$ cat src/design/fixed_div_macros.svh
`ifndef FIXED_DIV_MACROS_SVH
`define FIXED_DIV_MACROS_SVH

// Width of one Q16.16 value.
`define FIXED_W 32

// Fraction bits of the Q16.16 format.
`define FIXED_FRAC 16

// Widened dividend and raw quotient.
// Holds a Q16.16 value shifted up by the fraction bits.
`define WIDE_W 48

// One restoring step per quotient bit.
`define DIV_ITER `WIDE_W

`endif

$ cat src/design/fixed_pkg.sv
`default_nettype none

`include "fixed_div_macros.svh"

package fixed_pkg;

    // Signed Q16.16 value.
    typedef logic signed [`FIXED_W-1:0] fixed_t;

    // Widened dividend and raw quotient.
    // The dividend is the Q16.16 value scaled by 2^16.
    typedef logic signed [`WIDE_W-1:0] wide_t;

    // Counts the divider steps.
    typedef logic [$clog2(`DIV_ITER)-1:0] iter_t;

    // Divider control states.
    typedef enum logic [1:0] {
        DIV_IDLE,
        DIV_RUN,
        DIV_DONE
    } div_state_t;

endpackage

`default_nettype wire

$ cat src/design/div_operand_fork.sv
`timescale 1ns/1ps
`default_nettype none

`include "fixed_div_macros.svh"

module div_operand_fork (
    input  logic             aclk,
    input  logic             arst_n,

    // Operand pair from the input stream.
    input  logic             s_axis_tvalid,
    output logic             s_axis_tready,
    input  fixed_pkg::fixed_t s_axis_a,
    input  fixed_pkg::fixed_t s_axis_b,

    // Widened dividend towards the divider.
    output logic             dividend_tvalid,
    input  logic             dividend_tready,
    output fixed_pkg::wide_t dividend_tdata,

    // Raw divisor towards the divider.
    output logic             divisor_tvalid,
    input  logic             divisor_tready,
    output fixed_pkg::fixed_t divisor_tdata
);

    // One pending flag per fork branch.
    logic pend_dividend;
    logic pend_divisor;

    // Holding register for the current pair.
    fixed_pkg::wide_t  dividend_q;
    fixed_pkg::fixed_t divisor_q;

    logic accept;

    // Free only when both branches have been taken.
    assign s_axis_tready = ~(pend_dividend | pend_divisor);
    assign accept        = s_axis_tvalid & s_axis_tready;

    // Control flags.
    // A new pair can only land while both flags are clear.
    always_ff @(posedge aclk or negedge arst_n) begin
        if (!arst_n) begin
            pend_dividend <= 1'b0;
            pend_divisor  <= 1'b0;
        end else if (accept) begin
            pend_dividend <= 1'b1;
            pend_divisor  <= 1'b1;
        end else begin
            // Each branch retires on its own transfer.
            if (dividend_tvalid && dividend_tready) begin
                pend_dividend <= 1'b0;
            end
            if (divisor_tvalid && divisor_tready) begin
                pend_divisor <= 1'b0;
            end
        end
    end

    // Payload capture.
    // Sign extend a to the wide format, then scale by 2^16.
    always_ff @(posedge aclk) begin
        if (accept) begin
            dividend_q <= fixed_pkg::wide_t'(s_axis_a) <<< `FIXED_FRAC;
            divisor_q  <= s_axis_b;
        end
    end

    assign dividend_tvalid = pend_dividend;
    assign dividend_tdata  = dividend_q;
    assign divisor_tvalid  = pend_divisor;
    assign divisor_tdata   = divisor_q;

endmodule

`default_nettype wire

$ cat src/design/divider.sv
`timescale 1ns/1ps
`default_nettype none

`include "fixed_div_macros.svh"

module divider (
    input  logic              aclk,
    input  logic              arst_n,

    // Dividend operand stream.
    input  logic              dividend_tvalid,
    output logic              dividend_tready,
    input  fixed_pkg::wide_t  dividend_tdata,

    // Divisor operand stream.
    input  logic              divisor_tvalid,
    output logic              divisor_tready,
    input  fixed_pkg::fixed_t divisor_tdata,

    // Quotient result stream.
    output logic              quot_tvalid,
    input  logic              quot_tready,
    output fixed_pkg::wide_t  quot_tdata,
    output logic              quot_div_zero
);

    fixed_pkg::div_state_t state;
    fixed_pkg::iter_t      iter_cnt;

    // Partial remainder, always below the divisor magnitude.
    logic [`FIXED_W-1:0] rem_q;
    // Dividend bits shift out on top, quotient bits enter below.
    logic [`WIDE_W-1:0]  quo_q;
    logic [`FIXED_W-1:0] dmag_q;

    // Operand signs and zero divisor flag, kept for the done state.
    logic a_neg_q;
    logic q_neg_q;
    logic div_zero_q;

    logic             out_valid;
    fixed_pkg::wide_t out_data;

    logic                accept;
    logic                a_neg;
    logic                b_neg;
    logic [`WIDE_W-1:0]  a_mag;
    logic [`FIXED_W-1:0] b_mag;

    // One restoring step.
    logic [`FIXED_W:0]   rem_shift;
    logic [`FIXED_W:0]   rem_diff;
    logic                take;
    fixed_pkg::wide_t    result;

    // Both operands move together, and only while idle.
    assign dividend_tready = (state == fixed_pkg::DIV_IDLE);
    assign divisor_tready  = (state == fixed_pkg::DIV_IDLE);
    assign accept = (state == fixed_pkg::DIV_IDLE) & dividend_tvalid & divisor_tvalid;

    // Operand magnitudes.
    assign a_neg = dividend_tdata[`WIDE_W-1];
    assign b_neg = divisor_tdata[`FIXED_W-1];
    assign a_mag = a_neg ? -dividend_tdata : dividend_tdata;
    assign b_mag = b_neg ? -divisor_tdata : divisor_tdata;

    // Bring down the next dividend bit and try the subtraction.
    assign rem_shift = {rem_q, quo_q[`WIDE_W-1]};
    assign rem_diff  = rem_shift - {1'b0, dmag_q};
    assign take      = (rem_shift >= {1'b0, dmag_q});

    // Signed quotient.
    always_comb begin
        if (div_zero_q) begin
            // Limit of the dividend sign; zero counts as positive.
            result = a_neg_q ? fixed_pkg::wide_t'({1'b1, {(`WIDE_W-1){1'b0}}})
                             : fixed_pkg::wide_t'({1'b0, {(`WIDE_W-1){1'b1}}});
        end else if (q_neg_q) begin
            result = fixed_pkg::wide_t'(-quo_q);
        end else if (quo_q[`WIDE_W-1]) begin
            // Only -32768.0 over -2^-16 gets here.
            result = fixed_pkg::wide_t'({1'b0, {(`WIDE_W-1){1'b1}}});
        end else begin
            result = fixed_pkg::wide_t'(quo_q);
        end
    end

    // Control FSM.
    always_ff @(posedge aclk or negedge arst_n) begin
        if (!arst_n) begin
            state     <= fixed_pkg::DIV_IDLE;
            iter_cnt  <= '0;
            out_valid <= 1'b0;
        end else begin
            case (state)
                fixed_pkg::DIV_IDLE: begin
                    if (accept) begin
                        state    <= fixed_pkg::DIV_RUN;
                        iter_cnt <= '0;
                    end
                end
                fixed_pkg::DIV_RUN: begin
                    // Fixed step count, even for a zero divisor.
                    if (iter_cnt == fixed_pkg::iter_t'(`DIV_ITER - 1)) begin
                        state <= fixed_pkg::DIV_DONE;
                    end else begin
                        iter_cnt <= iter_cnt + 1'b1;
                    end
                end
                fixed_pkg::DIV_DONE: begin
                    // Sign cycle first, then hold until taken.
                    if (!out_valid) begin
                        out_valid <= 1'b1;
                    end else if (quot_tready) begin
                        out_valid <= 1'b0;
                        state     <= fixed_pkg::DIV_IDLE;
                    end
                end
                default: begin
                    state <= fixed_pkg::DIV_IDLE;
                end
            endcase
        end
    end

    // Datapath.
    always_ff @(posedge aclk) begin
        if (accept) begin
            rem_q      <= '0;
            quo_q      <= a_mag;
            dmag_q     <= b_mag;
            a_neg_q    <= a_neg;
            q_neg_q    <= a_neg ^ b_neg;
            div_zero_q <= (divisor_tdata == '0);
        end else if (state == fixed_pkg::DIV_RUN) begin
            rem_q <= take ? rem_diff[`FIXED_W-1:0] : rem_shift[`FIXED_W-1:0];
            quo_q <= {quo_q[`WIDE_W-2:0], take};
        end
        if (state == fixed_pkg::DIV_DONE && !out_valid) begin
            out_data <= result;
        end
    end

    assign quot_tvalid   = out_valid;
    assign quot_tdata    = out_data;
    assign quot_div_zero = div_zero_q;

endmodule

`default_nettype wire

$ cat src/design/quotient_saturate.sv
`timescale 1ns/1ps
`default_nettype none

`include "fixed_div_macros.svh"

module quotient_saturate (
    input  logic              aclk,
    input  logic              arst_n,

    // Raw quotient from the divider.
    input  logic              quot_tvalid,
    output logic              quot_tready,
    input  fixed_pkg::wide_t  quot_tdata,
    input  logic              quot_div_zero,

    // Q16.16 result stream.
    output logic              m_axis_tvalid,
    input  logic              m_axis_tready,
    output fixed_pkg::fixed_t m_axis_tdata
);

    logic              fits;
    fixed_pkg::fixed_t sat;
    fixed_pkg::fixed_t limit;
    logic              slot_valid;
    fixed_pkg::fixed_t slot_data;

    // In range when the upper bits all copy the sign bit.
    assign fits  = (quot_tdata[`WIDE_W-1:`FIXED_W-1] == {(`WIDE_W-`FIXED_W+1){quot_tdata[`WIDE_W-1]}});
    assign limit = quot_tdata[`WIDE_W-1] ? fixed_pkg::fixed_t'({1'b1, {(`FIXED_W-1){1'b0}}})
                                         : fixed_pkg::fixed_t'({1'b0, {(`FIXED_W-1){1'b1}}});

    // Zero divisor always takes the limit of the carried sign.
    assign sat = (fits && !quot_div_zero) ? quot_tdata[`FIXED_W-1:0] : limit;

    // Empty slot, or one draining on this edge.
    assign quot_tready = ~slot_valid | m_axis_tready;

    always_ff @(posedge aclk or negedge arst_n) begin
        if (!arst_n) begin
            slot_valid <= 1'b0;
        end else if (quot_tready) begin
            slot_valid <= quot_tvalid;
        end
    end

    // Result register.
    always_ff @(posedge aclk) begin
        if (quot_tvalid && quot_tready) begin
            slot_data <= sat;
        end
    end

    assign m_axis_tvalid = slot_valid;
    assign m_axis_tdata  = slot_data;

endmodule

`default_nettype wire

$ cat src/design/fixed_div_top.sv
`timescale 1ns/1ps
`default_nettype none

module fixed_div_top (
    input  logic              aclk,
    input  logic              arst_n,

    // Operand pairs, a over b.
    input  logic              s_axis_tvalid,
    output logic              s_axis_tready,
    input  fixed_pkg::fixed_t s_axis_a,
    input  fixed_pkg::fixed_t s_axis_b,

    // Saturated Q16.16 quotients.
    output logic              m_axis_tvalid,
    input  logic              m_axis_tready,
    output fixed_pkg::fixed_t m_axis_tdata
);

    // Fork to divider.
    logic              dividend_tvalid;
    logic              dividend_tready;
    fixed_pkg::wide_t  dividend_tdata;
    logic              divisor_tvalid;
    logic              divisor_tready;
    fixed_pkg::fixed_t divisor_tdata;

    // Divider to saturation.
    logic              quot_tvalid;
    logic              quot_tready;
    fixed_pkg::wide_t  quot_tdata;
    logic              quot_div_zero;

    div_operand_fork div_operand_fork_i (
        .aclk            (aclk),
        .arst_n          (arst_n),
        .s_axis_tvalid   (s_axis_tvalid),
        .s_axis_tready   (s_axis_tready),
        .s_axis_a        (s_axis_a),
        .s_axis_b        (s_axis_b),
        .dividend_tvalid (dividend_tvalid),
        .dividend_tready (dividend_tready),
        .dividend_tdata  (dividend_tdata),
        .divisor_tvalid  (divisor_tvalid),
        .divisor_tready  (divisor_tready),
        .divisor_tdata   (divisor_tdata)
    );

    // Single division in flight.
    divider divider_i (
        .aclk            (aclk),
        .arst_n          (arst_n),
        .dividend_tvalid (dividend_tvalid),
        .dividend_tready (dividend_tready),
        .dividend_tdata  (dividend_tdata),
        .divisor_tvalid  (divisor_tvalid),
        .divisor_tready  (divisor_tready),
        .divisor_tdata   (divisor_tdata),
        .quot_tvalid     (quot_tvalid),
        .quot_tready     (quot_tready),
        .quot_tdata      (quot_tdata),
        .quot_div_zero   (quot_div_zero)
    );

    quotient_saturate quotient_saturate_i (
        .aclk            (aclk),
        .arst_n          (arst_n),
        .quot_tvalid     (quot_tvalid),
        .quot_tready     (quot_tready),
        .quot_tdata      (quot_tdata),
        .quot_div_zero   (quot_div_zero),
        .m_axis_tvalid   (m_axis_tvalid),
        .m_axis_tready   (m_axis_tready),
        .m_axis_tdata    (m_axis_tdata)
    );

endmodule

`default_nettype wire

$ cat config.mk
export PLATFORM = sky130hd
export DESIGN_NAME = fixed_div_top
export DESIGN_NICKNAME = d
export VERILOG_FILES = /design/src/design/fixed_pkg.sv /design/src/design/div_operand_fork.sv /design/src/design/divider.sv /design/src/design/quotient_saturate.sv /design/src/design/fixed_div_top.sv
export VERILOG_INCLUDE_DIRS = /design/src /design/src/design
export SDC_FILE = /design/constraint.sdc
export NUM_CORES = 1
export LEC_CHECK = 0
export BUFFER_PORTS_ARGS = -buffer_cell sky130_fd_sc_hd__buf_2
export CORE_MARGIN = 1
export CORE_UTILIZATION = 30
export DETAILED_ROUTE_END_ITERATION = 6
export GPL_ROUTABILITY_DRIVEN = 0
export GPL_TIMING_DRIVEN = 0
export PLACE_DENSITY = 0.46
export SYNTH_ARGS = -nofsm -noshare
export SYNTH_HDL_FRONTEND = slang
export SYNTH_SLANG_ARGS = --single-unit
$ cat constraint.sdc
create_clock -name aclk -period 4.4 [get_ports aclk]
set_input_delay 0.88 -clock aclk [delete_from_list [all_inputs] [get_ports aclk]]
set_output_delay 0.88 -clock aclk [all_outputs]
set_load 0.02 [all_outputs]
**After elaboration in Yosys (flattened, before gate mapping)**

Index checks and enable logic that the tools add are counted.

- Output and inout port bits: 34
- Logic and storage cells: 80
- Bits in registers: 271

- Reduce and logical (&&, ||, !) cells: 15
- Equal/unequal tests: 9
- Multiplexer cells: 25
- Bitwise operators: 8
- $lt $le $gt $ge: 1
- Add/subtract/negate cells: 5

Operators with widths:

| cell | count |
|---|---|
| 2-to-1 mux 48 bit | 6 |
| 2-to-1 mux 32 bit | 3 |
| negator 48 bit | 2 |
| 2-to-1 mux 47 bit | 1 |
| >= comparator 33 x 32 -> 1 bit | 1 |
| zero test 32 bit | 1 |
| negator 32 bit | 1 |
| subtractor 32 bit | 1 |
| 2-to-1 mux 31 bit | 1 |
| == test 16 bit | 1 |
| 2-to-1 mux 6 bit | 2 |
| case mux 6 bit (2 select lines) | 1 |
| 2-to-1 mux 2 bit | 4 |
| != test 2 x 1 -> 1 bit (second input constant) | 4 |
| nonzero test 2 bit | 4 |
| adder 6 x 1 -> 6 bit (second input constant) | 1 |
| == test 6 bit (second input constant) | 1 |
| 2-to-1 mux 1 bit | 6 |
| case mux 2 bit (3 select lines) | 1 |
| logical AND 1 bit | 5 |
| AND reduction 4 bit | 1 |
| bitwise AND 1 bit | 3 |
| AND reduction 3 bit | 1 |
| == test 2 x 1 -> 1 bit (second input constant) | 1 |
| other kinds (7) | 10 |

**Longest topological paths before layout**

Gate-level depths: netlist (run 1).

- Word-level depth: 5
- Mapped depth: 14

**Modules after synthesis**

From an unflattened synthesis (run 1), not the netlist that was laid out.

- Cell total of the unflattened synthesis: 1444
- Area, all modules: 15014.4 µm²

By module, submodules not included:

| module | instances | seq. area each (µm²) | area an instance (µm²) | cells each |
|---|---|---|---|---|
| divider | 1 | 4799.6 | 11253.3 | 1232 |
| div_operand_fork | 1 | 1971.9 | 2129.5 | 90 |
| quotient_saturate | 1 | 985.9 | 1631.6 | 122 |

**Worst setup path after synthesis (run 1)**

Ideal clock, no wire load.

- Path kind: register -> register
- From: register div_operand_fork_i.divisor_q[0], in the netlist div_operand_fork_i.divisor_tdata[0]
- To: register divider_i.dmag_q[30] (data pin)
- Stages on the path, launching flop included: 12
- Path slack: 1.148 ns
- Required time: 4.142 ns
- Clock period less this slack: 3.252 ns
- Buffers on the path: 0
- Setup time: 0.258 ns
- Arrival time: 2.994 ns
- Path through: edfxtp_1 -> inv_1 -> ha_1 -> nand2b_1 -> or4_1 -> or2_1 -> or4_4 -> or3_4 -> or3_4 -> or3_4 -> o31ai_4 -> xnor2_1

- Longest elaborated chain between the ends: 2

Ends and longest elaborated chain:

| item | RTL line | text |
|---|---|---|
| start: declaration | div_operand_fork.sv:33 | `fixed_pkg::fixed_t divisor_q;` |
| start signal: assignment | div_operand_fork.sv:66 | `divisor_q <= s_axis_b;` |
| negator 32 bit | divider.sv:65 | `assign b_mag = b_neg ? -divisor_tdata : divisor_tdata;` |
| 2-to-1 mux 31 bit | divider.sv:65 |  |
| net divider_i.b_mag[30] | divider.sv:48 | `` logic [`FIXED_W-1:0] b_mag; `` |
| end signal: assignment | divider.sv:131 | `dmag_q <= b_mag;` |
| end: declaration | divider.sv:34 | `` logic [`FIXED_W-1:0] dmag_q; `` |

The timed path passes the listed nets, and every way through them passes these cells.
A chain may end at the register's enable or synchronous reset.

**Worst setup path in the final report (run 1)**

- From: register divider_i.quo_q[47]
- To: register divider_i.rem_q[13]

- Longest elaborated chain between the ends: 2

Ends and longest elaborated chain:

| item | RTL line | text |
|---|---|---|
| start: declaration | divider.sv:33 | `` logic [`WIDE_W-1:0] quo_q; `` |
| start signal: assignment | divider.sv:130 | `quo_q <= a_mag;` |
| start signal: assignment | divider.sv:137 | `` quo_q <= {quo_q[`WIDE_W-2:0], take}; `` |
| subtractor 32 bit / >= comparator 33 x 32 -> 1 bit (equally long branches) | divider.sv:69, divider.sv:70 |  |
| 2-to-1 mux 32 bit (*) | divider.sv:136 | `` rem_q <= take ? rem_diff[`FIXED_W-1:0] : rem_shift[`FIXED_W-1:0]; `` |
| end signal: assignment | divider.sv:136 |  |
| end: declaration | divider.sv:31 | `` logic [`FIXED_W-1:0] rem_q; `` |

Every way passes the cells marked *; elsewhere a longest branch is shown, timed or not.

==> results of run 1 <==
==> registers in the layout (all words and copies together) (netlist names), 6 cells and up <==
name	count
divider_i.dmag_q	32
divider_i.rem_q	32
divider_i.iter_cnt	6
div_operand_fork_i.divisor_tdata	32
divider_i.quot_tdata	48
quotient_saturate_i.m_axis_tdata	32
divider_i.quo_q	48
div_operand_fork_i.dividend_tdata	32
==> placed cells by master, fill, tap and decap left out, types with 10 or more instances in the layout <==
master,instances
dfrtp_1,12
xor2_1,52
a21oi_1,55
o41ai_1,10
clkbuf_1,73
nor4_1,13
nor3_1,32
o31ai_1,22
a211o_1,12
dfxtp_1,32
nand3_1,33
ha_1,36
nand2_1,231
or4_1,12
inv_1,45
a31oi_1,31
and2_1,16
xnor2_1,55
or3_1,14
o21ai_0,134
clkbuf_16,31
nand2b_1,17
a22o_1,11
edfxtp_1,227
nor2_1,82
buf_2,103
==> metrics by stage <==
step	setup WS, ns	cell area (um^2)
floorplan	1.148	14090
global placement	0.4197	15360
detailed placement	0.4802	15450
CTS	0.4876	16390
global route	0.2659	16390
finish	0.5342	16390
==> kinds of logic (layout without fill, tap and decap cells) <==
kind of cell	after synthesis	in the layout	synth area share (%)
AO/OA/AOI/OAI	332	332	14.65
XOR/XNOR	107	107	6.651
adder cells (fa/ha/maj)	37	37	3.339
buffers and inverters	118	280	3.161
flip-flops	271	271	55.05
multiplexers	6	6	0.4262
AND/OR/NAND/NOR	503	503	16.72
==> power by group <==
part | switching [mW] | leakage [nW] | total (mW) | internal [mW]
Sequential | 0.0133 | 2.57 | 2.79 | 2.78
Combinational | 0.0388 | 3.02 | 0.0771 | 0.0383
Clock | 1.02 | 0.461 | 2.43 | 1.41
==> final cells by class <==
type / instances / share of cell area [%]
buffer: 71 / 1.649
clock buffer: 40 / 4.938
clock inverter: 17 / 0.8396
inverter: 47 / 1.076
multi-input combinational: 985 / 35.97
sequential: 271 / 47.32
tap: 607 / 4.633
timing repair buffer: 105 / 3.572
==> per-layer routing <==
layer | share of wire [%] | up-vias
li1 | - | 5281
met1 | 47 | 4845
met2 | 46 | 227
met3 | 4.1 | 57
met4 | 2.5 | 0
met5 | 0 | -
==> worst register-to-register path, delay by kind of cell (launching register included) <==
family / cells / cell delay (ns)
buffers and inverters: 3 / 1.28
AO/OA/AOI/OAI: 5 / 1.13
flip-flops: 1 / 0.52
AND/OR/NAND/NOR: 2 / 0.33
multiplexers: 1 / 0.25
adder cells (fa/ha/maj): 1 / 0.24
==> how the worst min path moves through the flow <==
stage | startpoint | endpoint | depth (start not counted) | slack (ns)
3_5_place_dp | divider_i.rem_q[25]$_SDFFE_PP0P_ | divider_i.rem_q[25]$_SDFFE_PP0P_ | 2 | 0.49
5_1_grt | arst_n | quotient_saturate_i.m_axis_tvalid$_DFFE_PN0N_ | 1 | 0.20
6_report | arst_n | divider_i.iter_cnt[3]$_DFFE_PN0P_ | 1 | 0.19
2_1_floorplan | divider_i.rem_q[9]$_SDFFE_PP0P_ | divider_i.rem_q[9]$_SDFFE_PP0P_ | 2 | 0.45
3_3_place_gp | divider_i.rem_q[1]$_SDFFE_PP0P_ | divider_i.rem_q[1]$_SDFFE_PP0P_ | 2 | 0.49
4_1_cts | arst_n | div_operand_fork_i.divisor_tvalid$_DFFE_PN0P_ | 1 | 0.17
==> metrics.md, run 1 <==
| Metric | Value |
|---|---|
| Final hold violation count | 0 |
| Synth async-reset ratio | 4.428% |
| Deepest clock path buffer count | 3 |
| Hold_ws | 0.1934 ns |
| Predominant post-synthesis flop cell | edfxtp_1 |
| Final Cycle Share | 87.86% |
| Seq cells post-synth | 271 |
| Synth top cells by count | nand2_1 (231), edfxtp_1 (227), o21ai_0 (134), nor2_1 (83), clkbuf_1 (65) |
| Core area | 0.04646 mm^2 |
| CP delay by family, top | buffers and inverters |
| Worst-path cell with the longest stage delay | clkbuf_1 |
| # diodes | 0 |
| R2R cell count | 12 |
| 1st-iter DRT viols | 681 |
| Seq. cell area | 0.007757 mm^2 |
| Non-Filler Instances | 2143 |
| CTS tree | done |
| R2r startpoint | divider_i.quo_q[47]$_DFFE_PP_ |
| Worst Skew | 0.02205 ns |
| Top post-synthesis cells by area | edfxtp_1 (48%), nand2_1 (6.2%), o21ai_0 (4.8%) |
| CP peak stage delay | 0.58 ns |
| Cell Area, Synth | 0.01409 mm^2 |
| Arrival time at the worst endpoint | 4.30 ns |
| CTS H-tree depth | 1 |
| Vias in the first global route | 10290 |
| Net Count, Synth | 1479 |
| Dominant cell type by area after synthesis | edfxtp_1 |
| Die ar. | 0.04784 mm^2 |
| Synth warnings | 0 |
| Post-layout util | 35.29% |
| Post-DR vias/cell | 4.858 |
| Row count | 79 |
| Fillers | 4781 |
| Root Driver | clkbuf_16 |
| Worst-path cell chain | inv_1, ha_1, nand2b_1, a21oi_1, o21ai_0, nand3_1, a31oi_1, o21a_1, clkbuf_1, clkbuf_1, mux2i_1, o21ai_0 |
| End point of the critical path | divider_i.rem_q[13]$_SDFFE_PP0P_ |
| Critical path startpoint | divider_i.quo_q[47]$_DFFE_PP_ |
| Placed insts | 2086 |
| Distinct cells, synth | 62 |
| Final setup viols | 0 |
| Hold_buf cts | 0 |
| Crit end category | register |
| Slew @ Worst Pin | 0.7839 ns |
| M1 GR Usage | 19.76% |
| Maxcap violations | 0 |
| Overall power | 5.295 mW |
| Multi-input gate area | 0.005897 mm^2 |
| Vias | 10410 |
| Highest Clock Rate | 0.2587 GHz |
| Post-synth top area share | 48.38% |
| CP Data Required Time | 4.84 ns |
| Clock transition at path regs | 0.06 ns |
| Width of the die | 218.7 um |
| Clock Latency Late Sink | 0.57 ns |
| Global Route met2 Usage | 24.03% |
| Buf+Inv Stages, Crit Path | 3 |
| Initial Util | 30.33% |
| Post-DP HPWL | 26410 um |
| Mean Syn Cell Area | 10.26 um^2 |
| Seq/Total Area, Yosys | 55.05% |
| Ports | 102 |
| Worst setup SP type | register |
| Most common cell in the synthesized netlist | nand2_1 |
| Number of flops mapped to enable cells by yosys | 227 |
| Avg WL per Cell | 16.24 um |
| Initial antenna violation count | 0 |
| Global route overflow | 0 |
| Die height | 218.7 um |
| Antenna Nets Post-Route | 0 |
| # port buffers | 101 |
| CTS Sinks | 271 |
| Crit Path Class | register to register |
| First-pass GRT wire length | 55560 um |
| Routing usage on met3 | 2.116% |
| RSZ-0062 raised after global routing | false |
| Post-cts sizing count | 0 |
| CP max FO | 10 |
| Slew HR | 47.26% |
| Largest net degree at the start of global routing | 45 |
| Run status | finished, final reports clean |
| Total Wirelength | 34810 um |
| Setup TNS | 0 ns |
| Final Critical Period | 3.866 ns |
| R2r setup slk | 0.53 ns |
| Top Usage Layer GRT | met2 |
| R2R Path End | divider_i.rem_q[13]$_SDFFE_PP0P_ |
| Fin nets | 1617 |
| Area Growth Syn to Fin | 16.34% |
| Pwr dens | 323.0 mW/mm^2 |
| Min-Delay Path Class | input port to async pin |
| Gate count of the mapped netlist | 1374 |
| Leakage | 6.052 nW |
| Setup bufs post-CTS | 0 |
| # DRC | 0 |
| First-pass DRT Iterations | 5 |
| Worst vdd ir | 0.0003106 V |
| All-Layer GR Usage | 14.59% |
| Share of cells above drive strength 1 | 11.07% |
| Critical path depth in cells | 12 |
| Num CTS Buffers | 31 |
| Final Slew Violations | 0 |
Power figures use the tool's default switching activity.
==> inputs of run 2 (changes only) <==
clock period = 3.8 ns   (was 4.4 ns; I/O delays follow)
==> metrics.md, run 2 (same netlist as run 1, synthesis figures left out) <==
| Metric | Value |
|---|---|
| Run status | finished, final reports clean (unchanged) |
| Slew @ Worst Pin | 0.8058 ns (was 0.7839 ns) |
| Worst vdd ir | 0.0003587 V (was 0.0003106 V) |
| Slew HR | 45.78% (was 47.26%) |
| Worst-path cell chain | nor4_1, nand3_1, nor2_1, nand4b_1, nor2_1, nand2_1, nor3_1, xnor2_1, a22o_1 (was inv_1, ha_1, nand2b_1, a21oi_1, o21ai_0, nand3_1, a31oi_1, o21a_1, clkbuf_1, clkbuf_1, mux2i_1, o21ai_0) |
| CTS Sinks | 271 (unchanged) |
| R2r startpoint | divider_i.quo_q[4]$_SDFFCE_PP0P_ (was divider_i.quo_q[47]$_DFFE_PP_) |
| Num CTS Buffers | 31 (unchanged) |
| Width of the die | 218.7 um (unchanged) |
| Min-Delay Path Class | input port to async pin (unchanged) |
| Highest Clock Rate | 0.2846 GHz (was 0.2587 GHz) |
| Die ar. | 0.04784 mm^2 (unchanged) |
| Worst Skew | 0.02085 ns (was 0.02205 ns) |
| Leakage | 6.070 nW (was 6.052 nW) |
| Largest net degree at the start of global routing | 45 (unchanged) |
| Pwr dens | 373.8 mW/mm^2 (was 323.0 mW/mm^2) |
| Maxcap violations | 0 (unchanged) |
| RSZ-0062 raised after global routing | false (unchanged) |
| Core area | 0.04646 mm^2 (unchanged) |
| Clock transition at path regs | 0.06 ns (about the same) |
| R2R Path End | divider_i.quot_tdata[47]$_DFFE_PP_ (was divider_i.rem_q[13]$_SDFFE_PP0P_) |
| Root Driver | clkbuf_16 (unchanged) |
| Vias in the first global route | 10290 (unchanged) |
| Final setup viols | 0 (unchanged) |
| Ports | 102 (unchanged) |
| # diodes | 0 (unchanged) |
| Area Growth Syn to Fin | 16.43% (was 16.34%) |
| Antenna Nets Post-Route | 0 (unchanged) |
| Final Cycle Share | 92.48% (was 87.86%) |
| # port buffers | 101 (unchanged) |
| Most common cell after layout, fill and taps aside | nand2_1 (unchanged) |
| Setup TNS | 0 ns (unchanged) |
| Final Slew Violations | 0 (unchanged) |
| # DRC | 0 (unchanged) |
| Finished layout cell area | 0.01641 mm^2 (was 0.01639 mm^2) |
| Total Wirelength | 34850 um (was 34810 um) |
| First-pass GRT wire length | 55560 um (unchanged) |
| Most frequent CP cell | nor2_1 |
| Worst setup SP type | register (unchanged) |
| Critical path depth in cells | 9 (was 12) |
| CP Data Required Time | 4.10 ns (was 4.84 ns) |
| Post-DP HPWL | 26410 um (unchanged) |
| Commonest non-fill, non-tap cells in the layout | nand2_1 (231), edfxtp_1 (227), o21ai_0 (134) (unchanged) |
| First-pass DRT Iterations | 5 (unchanged) |
| Avg WL per Cell | 16.26 um (was 16.24 um) |
| CP max FO | 10 (unchanged) |
| Clock Latency Late Sink | 0.57 ns (about the same) |
| Die height | 218.7 um (unchanged) |
| Final Critical Period | 3.514 ns (was 3.866 ns) |
| Post-DR vias/cell | 4.873 (was 4.858) |
| R2R cell count | 9 (was 12) |
| All-Layer GR Usage | 14.59% (unchanged) |
| CP peak stage delay | 0.75 ns (was 0.58 ns) |
| Final hold violation count | 0 (unchanged) |
| Global route overflow | 0 (unchanged) |
| Worst-path cell with the longest stage delay | nor4_1 (was clkbuf_1) |
| Deepest clock path buffer count | 3 (unchanged) |
| R2r setup slk | 0.29 ns (was 0.53 ns) |
| Share of cells above drive strength 1 | 11.46% (was 11.07%) |
| Buf+Inv Stages, Crit Path | 0 (was 3) |
| Initial antenna violation count | 0 (unchanged) |
| Fin nets | 1617 (unchanged) |
| CP delay by family, top | simple AND/OR/NAND/NOR gates (was buffers and inverters) |
| CTS tree | done (unchanged) |
| Crit end category | register (unchanged) |
| Initial Util | 30.33% (unchanged) |
| Arrival time at the worst endpoint | 3.81 ns (was 4.30 ns) |
| 1st-iter DRT viols | 647 (was 681) |
| CTS H-tree depth | 1 (unchanged) |
| Vias | 10440 (was 10410) |
| DP Area | 0.01545 mm^2 (unchanged) |
| Row count | 79 (unchanged) |
| Crit Path Class | register to register (unchanged) |
-- run 2: how the worst max path moves through the flow --
stage	start	endpoint
detailed placement	divider_i.quo_q[47]$_DFFE_PP_	divider_i.rem_q[8]$_SDFFE_PP0P_
global placement	divider_i.state[0]$_DFFE_PN0P_	divider_i.quot_tdata[28]$_DFFE_PP_
finish	divider_i.quo_q[4]$_SDFFCE_PP0P_	divider_i.quot_tdata[47]$_DFFE_PP_
floorplan	div_operand_fork_i.divisor_tdata[0]$_DFFE_PP_	divider_i.dmag_q[30]$_DFFE_PP_
CTS	divider_i.quo_q[47]$_DFFE_PP_	divider_i.rem_q[28]$_SDFFE_PP0P_
global route	divider_i.quo_q[28]$_DFFE_PP_	divider_i.quot_tdata[45]$_DFFE_PP_
-- run 2: cell type report --
type | count | area [um^2]
inverters | 47 | 176.4
well taps | 607 | 759.5
clock buffers | 40 | 809.5
repair buffers | 105 | 585.6
multi-input cells | 985 | 5903
flip-flops and latches | 271 | 7757
clock inverters | 17 | 137.6
plain buffers | 71 | 276.5
fillers | 4777 | 30050
-- run 2: worst reg2reg max path, cell delays in order, from the launching register on --
cell      delay [ns]
edfxtp_1        0.46
nor4_1          0.75
nand3_1         0.28
nor2_1          0.58
nand4b_1        0.27
nor2_1          0.21
nand2_1         0.16
nor3_1          0.22
xnor2_1         0.09
a22o_1          0.24
-- run 2: metal layers --
layer	routed length [um]	global-route usage [%]	vias to the layer above
met5	0	0	-
met4	895	4.282	0
met3	1453	2.116	59
met2	16140	24.03	240
met1	16350	19.76	4863
li1	-	-	5280
-- run 2: timing repair --
action | 4_1_cts | 5_1_grt
hold endpoints to repair | 0 | 0
resized for setup | 2 | 7
setup buffers | 0 | 0
hold buffers | 0 | 0
setup endpoints to repair | 18 | 35
-- run 2: per-stage QoR --
step | utilization [%] | hold WS [ns] | setup WS [ns] | instances | power [mW]
2_1_floorplan | - | 0.4505 | 0.5476 | 1374 | 3.327
3_3_place_gp | 33.05 | 0.4867 | -0.1803 | 2082 | 3.382
3_5_place_dp | 33.25 | 0.4923 | -0.1198 | 2086 | 3.384
4_1_cts | 35.29 | 0.05289 | 0.07255 | 2143 | 6.233
5_1_grt | 35.31 | 0.08126 | 0.06387 | 2143 | 6.343
6_report | 35.31 | 0.07521 | 0.2859 | 2143 | 6.132
-- run 2: where the power goes --
| group | internal, mW | leakage [nW] | total [mW] | switching (mW) |
|---|---|---|---|---|
| combinational | 0.0443 | 3.04 | 0.0893 | 0.0450 |
| sequential | 3.21 | 2.57 | 3.23 | 0.0154 |
| clock | 1.63 | 0.461 | 2.81 | 1.18 |
